**src/include/mem_ops.svh**
```systemverilog
`ifndef MEM_OPS_SVH
`define MEM_OPS_SVH

// load access types where the U forms zero-extend
`define MEM_LB   3'd0
`define MEM_LH   3'd1
`define MEM_LW   3'd2
`define MEM_LBU  3'd3
`define MEM_LHU  3'd4

// store access types
`define MEM_SB   3'd5
`define MEM_SH   3'd6
`define MEM_SW   3'd7

`endif

```
**src/dcache_pkg.sv**
```systemverilog
package dcache_pkg;

`include "mem_ops.svh"

   // a block holds 16 bytes
   localparam int BLOCK_OFFSET_BITS = 4;
   localparam int BLOCK_BYTES       = 1 << BLOCK_OFFSET_BITS;

   typedef logic [31:0]                addr_t;   // byte address
   typedef logic [31:0]                word_t;   // core data word
   typedef logic [BLOCK_BYTES*8-1:0]   block_t;  // byte 0 sits in bits 7:0
   typedef logic [2:0]                 mem_op_t;

   // loads
   localparam mem_op_t LB  = `MEM_LB;
   localparam mem_op_t LH  = `MEM_LH;
   localparam mem_op_t LW  = `MEM_LW;
   localparam mem_op_t LBU = `MEM_LBU;
   localparam mem_op_t LHU = `MEM_LHU;

   // stores
   localparam mem_op_t SB  = `MEM_SB;
   localparam mem_op_t SH  = `MEM_SH;
   localparam mem_op_t SW  = `MEM_SW;

endpackage

```
**src/dcache_controller.sv**
```systemverilog
`timescale 1ns/100ps

module dcache_controller
   import dcache_pkg::*;
(
   input  logic  clk_i,
   input  logic  rst_i,
   input  logic  load_i,
   input  logic  store_i,
   input  addr_t addr_i,
   input  logic  hit_i,
   input  logic  dirty_i,
   input  addr_t victim_addr_i,
   input  logic  mem_free_i,
   input  logic  mem_ready_i,
   output logic  done_o,
   output logic  store_we_o,
   output logic  fill_o,
   output logic  mem_req_o,
   output logic  mem_we_o,
   output addr_t mem_addr_o
);

   typedef enum logic [2:0] {
      IDLE,
      LOOKUP,
      WRITEBACK,
      REFILL,
      INSTALL
   } ctrl_state_t;

   ctrl_state_t state_r;
   ctrl_state_t state_nxt;
   logic        wb_ack_r;   // writeback has been acknowledged, read may follow
   addr_t       req_block;

   assign req_block = {addr_i[31:BLOCK_OFFSET_BITS], {BLOCK_OFFSET_BITS{1'b0}}};

   always_comb begin
      state_nxt  = state_r;
      done_o     = 1'b0;
      store_we_o = 1'b0;
      fill_o     = 1'b0;
      mem_req_o  = 1'b0;
      mem_we_o   = 1'b0;

      case (state_r)
         IDLE: begin
            if (load_i || store_i) begin
               state_nxt = LOOKUP;
            end
         end

         LOOKUP: begin
            if (hit_i) begin
               done_o     = 1'b1;
               store_we_o = store_i;   // store merges into the line in the done cycle
               state_nxt  = IDLE;
            end else if (mem_free_i) begin
               mem_req_o = 1'b1;
               if (dirty_i) begin
                  mem_we_o  = 1'b1;     // victim must go out before the refill
                  state_nxt = WRITEBACK;
               end else begin
                  state_nxt = REFILL;
               end
            end
         end

         // the read request waits one cycle past the writeback acknowledge
         // so that two request pulses never touch
         WRITEBACK: begin
            if (wb_ack_r && mem_free_i) begin
               mem_req_o = 1'b1;
               state_nxt = REFILL;
            end
         end

         REFILL: begin
            if (mem_ready_i) begin
               fill_o    = 1'b1;
               state_nxt = INSTALL;
            end
         end

         INSTALL: state_nxt = LOOKUP;   // look up again, now a hit

         default: state_nxt = IDLE;
      endcase
   end

   // writeback carries the resident block address, everything else the request block
   assign mem_addr_o = mem_we_o ? victim_addr_i : req_block;

   always_ff @(posedge clk_i) begin
      if (!rst_i) begin
         state_r  <= IDLE;
         wb_ack_r <= 1'b0;
      end else begin
         state_r  <= state_nxt;
         wb_ack_r <= (state_nxt == WRITEBACK) && (wb_ack_r || mem_ready_i);
      end
   end

endmodule

```
**src/dcache_array.sv**
```systemverilog
`timescale 1ns/100ps

module dcache_array
   import dcache_pkg::*;
#(
   parameter int LINES_LOG2 = 4
) (
   input  logic                   clk_i,
   input  logic                   rst_i,
   input  addr_t                  addr_i,
   input  logic                   fill_i,
   input  block_t                 fill_block_i,
   input  logic                   store_we_i,
   input  logic [BLOCK_BYTES-1:0] byte_en_i,
   input  block_t                 store_block_i,
   output logic                   hit_o,
   output logic                   dirty_o,
   output addr_t                  victim_addr_o,
   output block_t                 line_o
);

   localparam int LINES    = 1 << LINES_LOG2;
   localparam int TAG_BITS = 32 - BLOCK_OFFSET_BITS - LINES_LOG2;

   logic [TAG_BITS-1:0]   tag_mem [LINES];
   block_t                data_mem [LINES];
   logic [LINES-1:0]      valid_r;
   logic [LINES-1:0]      dirty_r;

   logic [LINES_LOG2-1:0] idx;
   logic [TAG_BITS-1:0]   tag;

   assign idx = addr_i[BLOCK_OFFSET_BITS +: LINES_LOG2];
   assign tag = addr_i[31 -: TAG_BITS];

   // lookup reads only registered storage
   assign hit_o   = valid_r[idx] && (tag_mem[idx] == tag);
   assign dirty_o = valid_r[idx] && dirty_r[idx];
   assign line_o  = data_mem[idx];

   // rebuild the block address of whatever sits in the indexed line
   assign victim_addr_o = {tag_mem[idx], idx, {BLOCK_OFFSET_BITS{1'b0}}};

   always_ff @(posedge clk_i) begin
      if (!rst_i) begin
         valid_r <= '0;
         dirty_r <= '0;
      end else if (fill_i) begin
         valid_r[idx] <= 1'b1;
         dirty_r[idx] <= 1'b0;   // fresh copy matches memory
      end else if (store_we_i) begin
         dirty_r[idx] <= 1'b1;
      end
   end

   // a refill writes tag and block while a store merges only the enabled bytes
   always_ff @(posedge clk_i) begin
      if (fill_i) begin
         tag_mem[idx]  <= tag;
         data_mem[idx] <= fill_block_i;
      end else if (store_we_i) begin
         for (int b = 0; b < BLOCK_BYTES; b++) begin
            if (byte_en_i[b]) begin
               data_mem[idx][b*8 +: 8] <= store_block_i[b*8 +: 8];
            end
         end
      end
   end

endmodule

```
**src/lane_align.sv**
```systemverilog
`timescale 1ns/100ps

module lane_align
   import dcache_pkg::*;
(
   input  block_t                       line_i,
   input  logic [BLOCK_OFFSET_BITS-1:0] offset_i,
   input  mem_op_t                      op_i,
   input  word_t                        wdata_i,
   output word_t                        rdata_o,
   output logic [BLOCK_BYTES-1:0]       byte_en_o,
   output block_t                       store_block_o
);

   block_t                 lane;      // addressed byte moved down to bit 0
   logic [BLOCK_BYTES-1:0] be_base;

   assign lane = line_i >> {offset_i, 3'b000};

   always_comb begin
      case (op_i)
         LB:      rdata_o = {{24{lane[7]}}, lane[7:0]};
         LH:      rdata_o = {{16{lane[15]}}, lane[15:0]};
         LBU:     rdata_o = {24'd0, lane[7:0]};
         LHU:     rdata_o = {16'd0, lane[15:0]};
         default: rdata_o = lane[31:0];   // LW
      endcase
   end

   // accesses are aligned, so replicating the store value puts it in every lane
   always_comb begin
      case (op_i)
         SB: begin
            be_base       = BLOCK_BYTES'(4'b0001);
            store_block_o = {BLOCK_BYTES{wdata_i[7:0]}};
         end
         SH: begin
            be_base       = BLOCK_BYTES'(4'b0011);
            store_block_o = {(BLOCK_BYTES/2){wdata_i[15:0]}};
         end
         SW: begin
            be_base       = BLOCK_BYTES'(4'b1111);
            store_block_o = {(BLOCK_BYTES/4){wdata_i}};
         end
         default: begin
            be_base       = '0;   // loads write nothing
            store_block_o = {(BLOCK_BYTES/4){wdata_i}};
         end
      endcase
   end

   assign byte_en_o = be_base << offset_i;

endmodule

```
**src/dcache_top.sv**
```systemverilog
`timescale 1ns/100ps

module dcache_top
   import dcache_pkg::*;
#(
   parameter int LINES_LOG2 = 4   // 16 lines
) (
   input  logic    clk_i,
   input  logic    rst_i,
   input  logic    load_i,
   input  logic    store_i,
   input  addr_t   addr_i,
   input  mem_op_t op_i,
   input  word_t   wdata_i,
   output word_t   rdata_o,
   output logic    done_o,
   input  logic    mem_free_i,
   input  logic    mem_ready_i,
   input  block_t  mem_rblock_i,
   output logic    mem_req_o,
   output logic    mem_we_o,
   output addr_t   mem_addr_o,
   output block_t  mem_wblock_o
);

   logic                   hit;
   logic                   dirty;
   addr_t                  victim_addr;
   block_t                 line;
   logic                   fill;
   logic                   store_we;
   logic [BLOCK_BYTES-1:0] byte_en;
   block_t                 store_block;

   assign mem_wblock_o = line;   // a writeback always sends the indexed line

   dcache_controller u_dcache_controller (
      .clk_i         (clk_i),
      .rst_i         (rst_i),
      .load_i        (load_i),
      .store_i       (store_i),
      .addr_i        (addr_i),
      .hit_i         (hit),
      .dirty_i       (dirty),
      .victim_addr_i (victim_addr),
      .mem_free_i    (mem_free_i),
      .mem_ready_i   (mem_ready_i),
      .done_o        (done_o),
      .store_we_o    (store_we),
      .fill_o        (fill),
      .mem_req_o     (mem_req_o),
      .mem_we_o      (mem_we_o),
      .mem_addr_o    (mem_addr_o)
   );

   dcache_array #(
      .LINES_LOG2 (LINES_LOG2)
   ) u_dcache_array (
      .clk_i         (clk_i),
      .rst_i         (rst_i),
      .addr_i        (addr_i),
      .fill_i        (fill),
      .fill_block_i  (mem_rblock_i),
      .store_we_i    (store_we),
      .byte_en_i     (byte_en),
      .store_block_i (store_block),
      .hit_o         (hit),
      .dirty_o       (dirty),
      .victim_addr_o (victim_addr),
      .line_o        (line)
   );

   lane_align u_lane_align (
      .line_i        (line),
      .offset_i      (addr_i[BLOCK_OFFSET_BITS-1:0]),
      .op_i          (op_i),
      .wdata_i       (wdata_i),
      .rdata_o       (rdata_o),
      .byte_en_o     (byte_en),
      .store_block_o (store_block)
   );

endmodule

```
**config.mk**
```make
export PLATFORM = sky130hd
export DESIGN_NAME = dcache_top
export DESIGN_NICKNAME = d
export VERILOG_FILES = /design/src/dcache_pkg.sv /design/src/dcache_controller.sv /design/src/dcache_array.sv /design/src/lane_align.sv /design/src/dcache_top.sv
export VERILOG_INCLUDE_DIRS = /design/src /design/src/include
export SDC_FILE = /design/constraint.sdc
export NUM_CORES = 2
export LEC_CHECK = 0
export BUFFER_PORTS_ARGS = -buffer_cell sky130_fd_sc_hd__buf_2
export CAP_MARGIN = 20
export CORE_MARGIN = 5
export CORE_UTILIZATION = 25
export DETAILED_ROUTE_END_ITERATION = 7
export HOLD_SLACK_MARGIN = 0.08
export MAX_ROUTING_LAYER = met4
export PLACE_DENSITY = 0.47
export SLEW_MARGIN = 20
export SYNTH_ARGS = -nofsm -noshare
export SYNTH_HDL_FRONTEND = slang
export SYNTH_SLANG_ARGS = --single-unit
```
**constraint.sdc**
```tcl
create_clock -name clk_i -period 11.5 [get_ports clk_i]
set_input_delay 0.575 -clock clk_i [delete_from_list [all_inputs] [get_ports clk_i]]
set_output_delay 0.575 -clock clk_i [all_outputs]
set_load 0.03 [all_outputs]
```
* Word-level counts from Yosys, hierarchy flattened
Memory sizes are Yosys's and may differ from the RTL's. Cells that the tools add are included.
Word-level totals: flip-flop bits (word level) 36, memory bits (writable) 2432, input bits 201, output and inout bits 195, word-level logic and storage cells 167, memories 2
Operators by class: magnitude comparators 2, eq/ne operators 12, shift operators 2, multiplexer cells 115, bitwise operators 20, reduce and logical (&&, ||, !) cells 10
Memory list:
- u_dcache_array.data_mem | depth 16, width 128, read ports 1, clocked after memory_dff 0, write ports 1, line dcache_array.sv:26 | block_t data_mem [LINES];
- u_dcache_array.tag_mem | depth 16, width 24, read ports 1, clocked after memory_dff 0, write ports 1, line dcache_array.sv:25 | logic [TAG_BITS-1:0] tag_mem [LINES];
Operator list (number):
- case mux 128 bit (2 select lines) | 1
- two-way mux 8 bit | 16
- case mux 32 bit (4 select lines) | 1
- right shift 128 x 7 -> 32 bit | 1
- two-way mux 1 bit | 83
- two-way mux 16 bit | 2
- two-way mux 32 bit | 1
- OR 16 bit | 2
- == test 24 bit | 1
- AND 16 bit | 1
- inverter 16 bit | 1
- OR 1 bit | 16
- << shifter 4 x 4 -> 16 bit | 1
- == test 3 bit (second input constant) | 5
- two-way mux 3 bit | 5
- case mux 3 bit (5 select lines) | 1
- == test 3 x 2 -> 1 bit (second input constant) | 4
- case mux 4 bit (3 select lines) | 1
- binary-select mux 1 bit (select 4 bit) | 2
- == test 3 x 1 -> 1 bit (second input constant) | 2
- zero test 3 bit | 2
- logical AND 1 bit | 5
- less-than comparator 4 x 5 -> 1 bit (second input constant) | 1
- demux 1 bit (select 4 bit) | 1
- 4 further kinds | 5

* Depth between registers and ports, before layout
depth after elaboration 9, mapped depth 20

* Hierarchy
Synthesis repeated with hierarchy kept, for this count alone.
Unflattened totals: cell total of the unflattened synthesis 4931, area total of the unflattened synthesis 102219.3 sq um
Modules (own cells, without submodules):
- dcache_array | instances 1, cells each 4248, area an instance 96520.1 sq um, seq. area each 73670.7 sq um
- lane_align | instances 1, cells each 612, area an instance 4946.0 sq um, seq. area each 0.0 sq um
- dcache_controller | instances 1, cells each 71, area an instance 753.2 sq um, seq. area each 80.1 sq um

* Least setup slack after synthesis
No wires, ideal clock.
kind input-to-output, start input addr_i[5], end output rdata_o[8], arrival 4.901 ns, setup slack 6.024 ns, stages on the path 18, buffers on the path 11, cells stage by stage buf_6 -> buf_6 -> buf_4 -> buf_4 -> buf_4 -> buf_2 -> buf_2 -> buf_4 -> buf_4 -> clkbuf_1 -> buf_2 -> mux4_2 -> mux2i_1 -> a21oi_1 -> mux2i_1 -> nor2_1 -> a2111oi_0 -> o31ai_1
On the way: longest elaborated chain between the ends 3
Ends and longest elaborated chain:
- start, declared | line dcache_top.sv:12 | input addr_t addr_i,
- memory read (16 x 128 bit)
- named net mem_wblock_o[80] | line dcache_top.sv:23 | output block_t mem_wblock_o
- right shift 128 x 7 -> 32 bit | line lane_align.sv:18 | assign lane = line_i >> {offset_i, 3'b000};
- case mux 32 bit (4 select lines) | line lane_align.sv:21 | case (op_i)
- end, declared | line dcache_top.sv:15 | output word_t rdata_o,
The timed path passes the listed nets, and every way through them passes these cells.

* Worst setup path after layout
start input addr_i[5], end output rdata_o[21]
On the way: longest elaborated chain between the ends 3
Ends and longest elaborated chain (line):
- memory read (16 x 128 bit)
- right shift 128 x 7 -> 32 bit | lane_align.sv:18
- case mux 32 bit (4 select lines) | lane_align.sv:21
Every way passes these cells.

==> metrics.csv <==
stage,metric,value,unit
logic_synthesis,top-count cell post-synth,edfxtp_1,
sta,Final setup viols,0,
layout,Non-Filler Instances,11400,
job,max cap viols,0,
critical_path,r2r setup slk,5.80,ns
placement,Final HPWL DP,275,mm
critical_path,startpoint types,input port,
pwr,P_int,15.6,mW
drt,DRC Markers,0,
logic_synthesis,top cells by instance count after synthesis,"2,432 x edfxtp_1, 731 x mux4_2, 383 x nor2_1, 247 x nand2_1, 177 x mux2i_1",
critical_path,crit path kind,input port to output pin,
logic_synthesis,synth warn,0,
grt,gr usage total,0.185,
layout,Final Cell Area,0.120,mm²
critical_path,crit-path most repeated cell,buf_4,
drt,Via density,5.04,
die,Initial Util,0.250,
placement,Placed Area,0.111,mm²
pwr,Comb power frac,0.089,
logic_synthesis,Synth Register Bits,2468,
clock_network,number of clock sinks,2468,
clock_network,CTS tree,yes,
critical_path,Critical Path Fanout Max,117,
layout,register area,0.0738,mm²
layout,share of cells above drive strength 1,0.331,
logic_synthesis,XOR/XNOR share of the synthesized area,0.00256,
worst_hold_path,Hold Path Sink,u_dcache_array.data_mem[5][70],
logic_synthesis,Adder-Cell Fraction of Synth Area,0,
clock_network,Clock Tree Root,clkbuf_16,
logic_synthesis,share of flip-flops with an asynchronous set or reset,0,
critical_path,critical path buffer and inverter count,5,
drt,1st-iter DRT viols,7716,
sta,max_slew headroom,0.185,
pwr,switch share,0.239,
sta,fin crit share,0.624,
grt,number of antenna violations at the first check in global routing,95,
critical_path,"slowest stage cell, crit path",a31oi_1,
logic_synthesis,Syn Inst Count,5182,
die,width of the die,650,µm
logic_synthesis,ys flop type,edfxtp_1,
drt,WL final,393,mm
die,standard-cell rows,235,
logic_synthesis,Simple-Gate Fraction of Synth Area,0.0333,
grt,total global routing overflow,0,
logic_synthesis,synth unique cells,77,
logic_synthesis,Synth top area share,0.713,
die,die area,0.423,mm²
drt,via count,57300,
die,core area,0.409,mm²
placement,DP Cell Count,10800,
pwr,PwrDens,171,mW/mm²
sta,Worst Skew,0.116,ns
placement,DP Worst Slack,4.18,ns
clock_network,Setup Buffers After CTS,0,
critical_path,end of the worst register-to-register path,u_dcache_array.data_mem[1][123],
pwr,Reg power frac,0.483,
clock_network,Inserted Clock Buffers,266,
sta,Final Hold Vio Count,0,
grt,vias in the first global route,56000,
grt,grt peak-use layer,met2,
critical_path,CP Capture Type,output pin,
pwr,clock share of power,0.428,
clock_network,worst skew pair latency,0.90,ns
logic_synthesis,post-synthesis mux area share,0.200,
placement,routability cong.,0.942,
critical_path,R2R cell count,10,
grt,met3 usage,0.0345,
worst_hold_path,Hold Path Class,input port to register,
logic_synthesis,"Avg Cell Area, Syn",19.8,µm²
sta,setup TNS,0,ns
layout,Filler cells,39800,
sta,final worst slack,4.32,ns
clock_network,Hold Buf Count CTS,1,
sta,actual slew at the worst max-slew pin,1.22,ns
logic_synthesis,largest family of logic cells by synthesized area,multiplexers,
layout,area of the multi-input gates,0.0272,mm²
die,Boundary Pins,396,
logic_synthesis,register area share after synthesis,0.720,
layout,final net count,5856,
pwr,Worst VDD drop,0.108,mV
worst_hold_path,min-delay src,mem_rblock_i[70],
clock_network,CTS resizes,0,
grt,met2 global-route usage,0.290,
grt,M1 GR Usage,0.237,
logic_synthesis,"Cell Area, Synth",0.102,mm²
logic_synthesis,post-synthesis compound-gate area fraction,0.0263,
clock_network,Clock Pin Slew Worst Setup and Hold Paths,0.06,ns
logic_synthesis,Yosys top cell by area,edfxtp_1,
sta,Max Clock Freq,139,MHz
pwr,leakage,37.6,nW
drt,Routed WL per cell,34.7,µm
logic_synthesis,ranking of synthesized cells by area,"edfxtp_1 71%, mux4_2 16%, mux2i_1 1.7%",
placement,port buffer count,391,
sta,fin crit period,7.18,ns
die,die span in y,650,µm
outcome,outcome,completed,
layout,Area Growth Syn to Fin,17.2,%
critical_path,CP top delay family,buffers and inverters,
critical_path,"Cell Chain, Critical Path",buf_8 -> buf_4 -> buf_12 -> mux4_2 -> nand2_1 -> and3_1 -> a31oi_1 -> a221o_1 -> o22ai_1 -> nand4b_1 -> o41a_1 -> buf_4 -> o21ai_1 -> buf_2,
clock_network,CTS Buffer Depth,4,
pwr,total power draw,20.5,mW
sta,max-slew violations,0,
critical_path,"slowest stage delay, CP",0.87,ns
grt,pin count of the biggest net entering global routing,124,
clock_network,CTS H-tree lvls,5,
critical_path,reg2reg start,u_dcache_array.tag_mem[8][23],
sta,unrepaired setup endpoints after global routing,no,
grt,first-pass GRT wire length,523,mm
drt,Detailed Routing Iterations Pass 1,6,
worst_hold_path,worst hold path stage count,2,
logic_synthesis,Post-synth EDFFs,2432,
drt,post-route ant nets,0,
critical_path,CP Data Required Time,10.93,ns
critical_path,CP arrival,6.60,ns
pwr,Switch Pwr,4.90,mW
## per-layer routing
metal,share of wire,vias up
met5,0,-
met4,0.050,0
met3,0.080,669
met2,0.47,3103
met1,0.40,31100
li1,-,22400
## metrics by stage
| step | hold WS (ns) | utilization |
|---|---|---|
| 2_1_floorplan | 0.435 | - |
| 3_3_place_gp | 0.442 | 0.271 |
| 3_5_place_dp | 0.453 | 0.272 |
| 4_1_cts | 0.0927 | 0.293 |
| 5_1_grt | 0.127 | 0.293 |
| 6_report | 0.159 | 0.294 |
## worst max path at each step
| stage | startpoint | end | slack (ns) | cells after the start |
|---|---|---|---|---|
| floorplan | addr_i[5] | rdata_o[8] | 6.02 | 18 |
| global placement | addr_i[5] | u_dcache_array.data_mem[11][10] | 4.20 | 12 |
| detailed placement | addr_i[5] | u_dcache_array.data_mem[1][126] | 4.18 | 12 |
| CTS | addr_i[5] | rdata_o[21] | 4.43 | 14 |
| global route | addr_i[5] | rdata_o[20] | 4.16 | 14 |
| finish | addr_i[5] | rdata_o[21] | 4.32 | 14 |
## placed cells by master, fill, tap and decap left out, types with 16 or more instances in the layout
| master | netlist | layout |
|---|---|---|
| edfxtp_1 | 2432 | 2432 |
| nor2_1 | 383 | 347 |
| mux2i_1 | 177 | 177 |
| dfxtp_1 | 36 | 36 |
| clkbuf_1 | 152 | 43 |
| mux4_2 | 731 | 731 |
| bufinv_16 | 0 | 35 |
| mux2_4 | 32 | 32 |
| clkinv_2 | 0 | 30 |
| xnor2_1 | 24 | 24 |
| clkinv_1 | 3 | 43 |
| o21a_1 | 18 | 18 |
| a21oi_1 | 94 | 88 |
| a221oi_1 | 26 | 25 |
| inv_1 | 32 | 30 |
| nor2_4 | 0 | 16 |
| buf_4 | 38 | 152 |
| nor3b_1 | 18 | 18 |
| nor3_1 | 17 | 16 |
| clkbuf_16 | 0 | 276 |
| o21ai_0 | 97 | 95 |
| and2_1 | 23 | 23 |
| nand2_2 | 0 | 16 |
| nor2_2 | 0 | 20 |
| diode_2 | 0 | 55 |
| mux2_2 | 157 | 157 |
| buf_2 | 88 | 386 |
| a22oi_1 | 35 | 35 |
| nand2_1 | 247 | 231 |
| o22ai_1 | 32 | 32 |
| nand3_1 | 30 | 29 |
## sequential cells by signal, summed over array words and instances, names as in the netlist, named ones only
name,count
u_dcache_array.tag_mem,384
u_dcache_controller.state_r,3
u_dcache_array.data_mem,2048
u_dcache_array.valid_r,16
u_dcache_controller.wb_ack_r,1
## kinds of logic (layout without fill, tap and decap cells)
group           after synthesis  count (layout)
compound gates              407             407
xor+xnor                     30              30
buf+inv                     386            1049
flops                      2468            2468
mux                        1097            1097
other cells                   1              59
simple gates                793             793
## power groups by stage
stage	Clock, mW	Sequential (mW)	Combinational, mW
5_1_grt	9.27	9.88	1.88
4_1_cts	8.89	9.89	1.83
2_1_floorplan	0	10.1	0.933
3_3_place_gp	0	10.1	1.82
6_report	8.76	9.89	1.83
3_5_place_dp	0	10.1	1.83
## layout make-up
type                    count  area share
diodes                     55     0.00115
clock buffers             320      0.0590
clock inverters           141      0.0139
inverters                  36     0.00119
multi-input cells        2331       0.226
flip-flops and latches   2468       0.614
well taps                5451      0.0568
repair buffers            552      0.0274
Power figures use the tool's default switching activity.
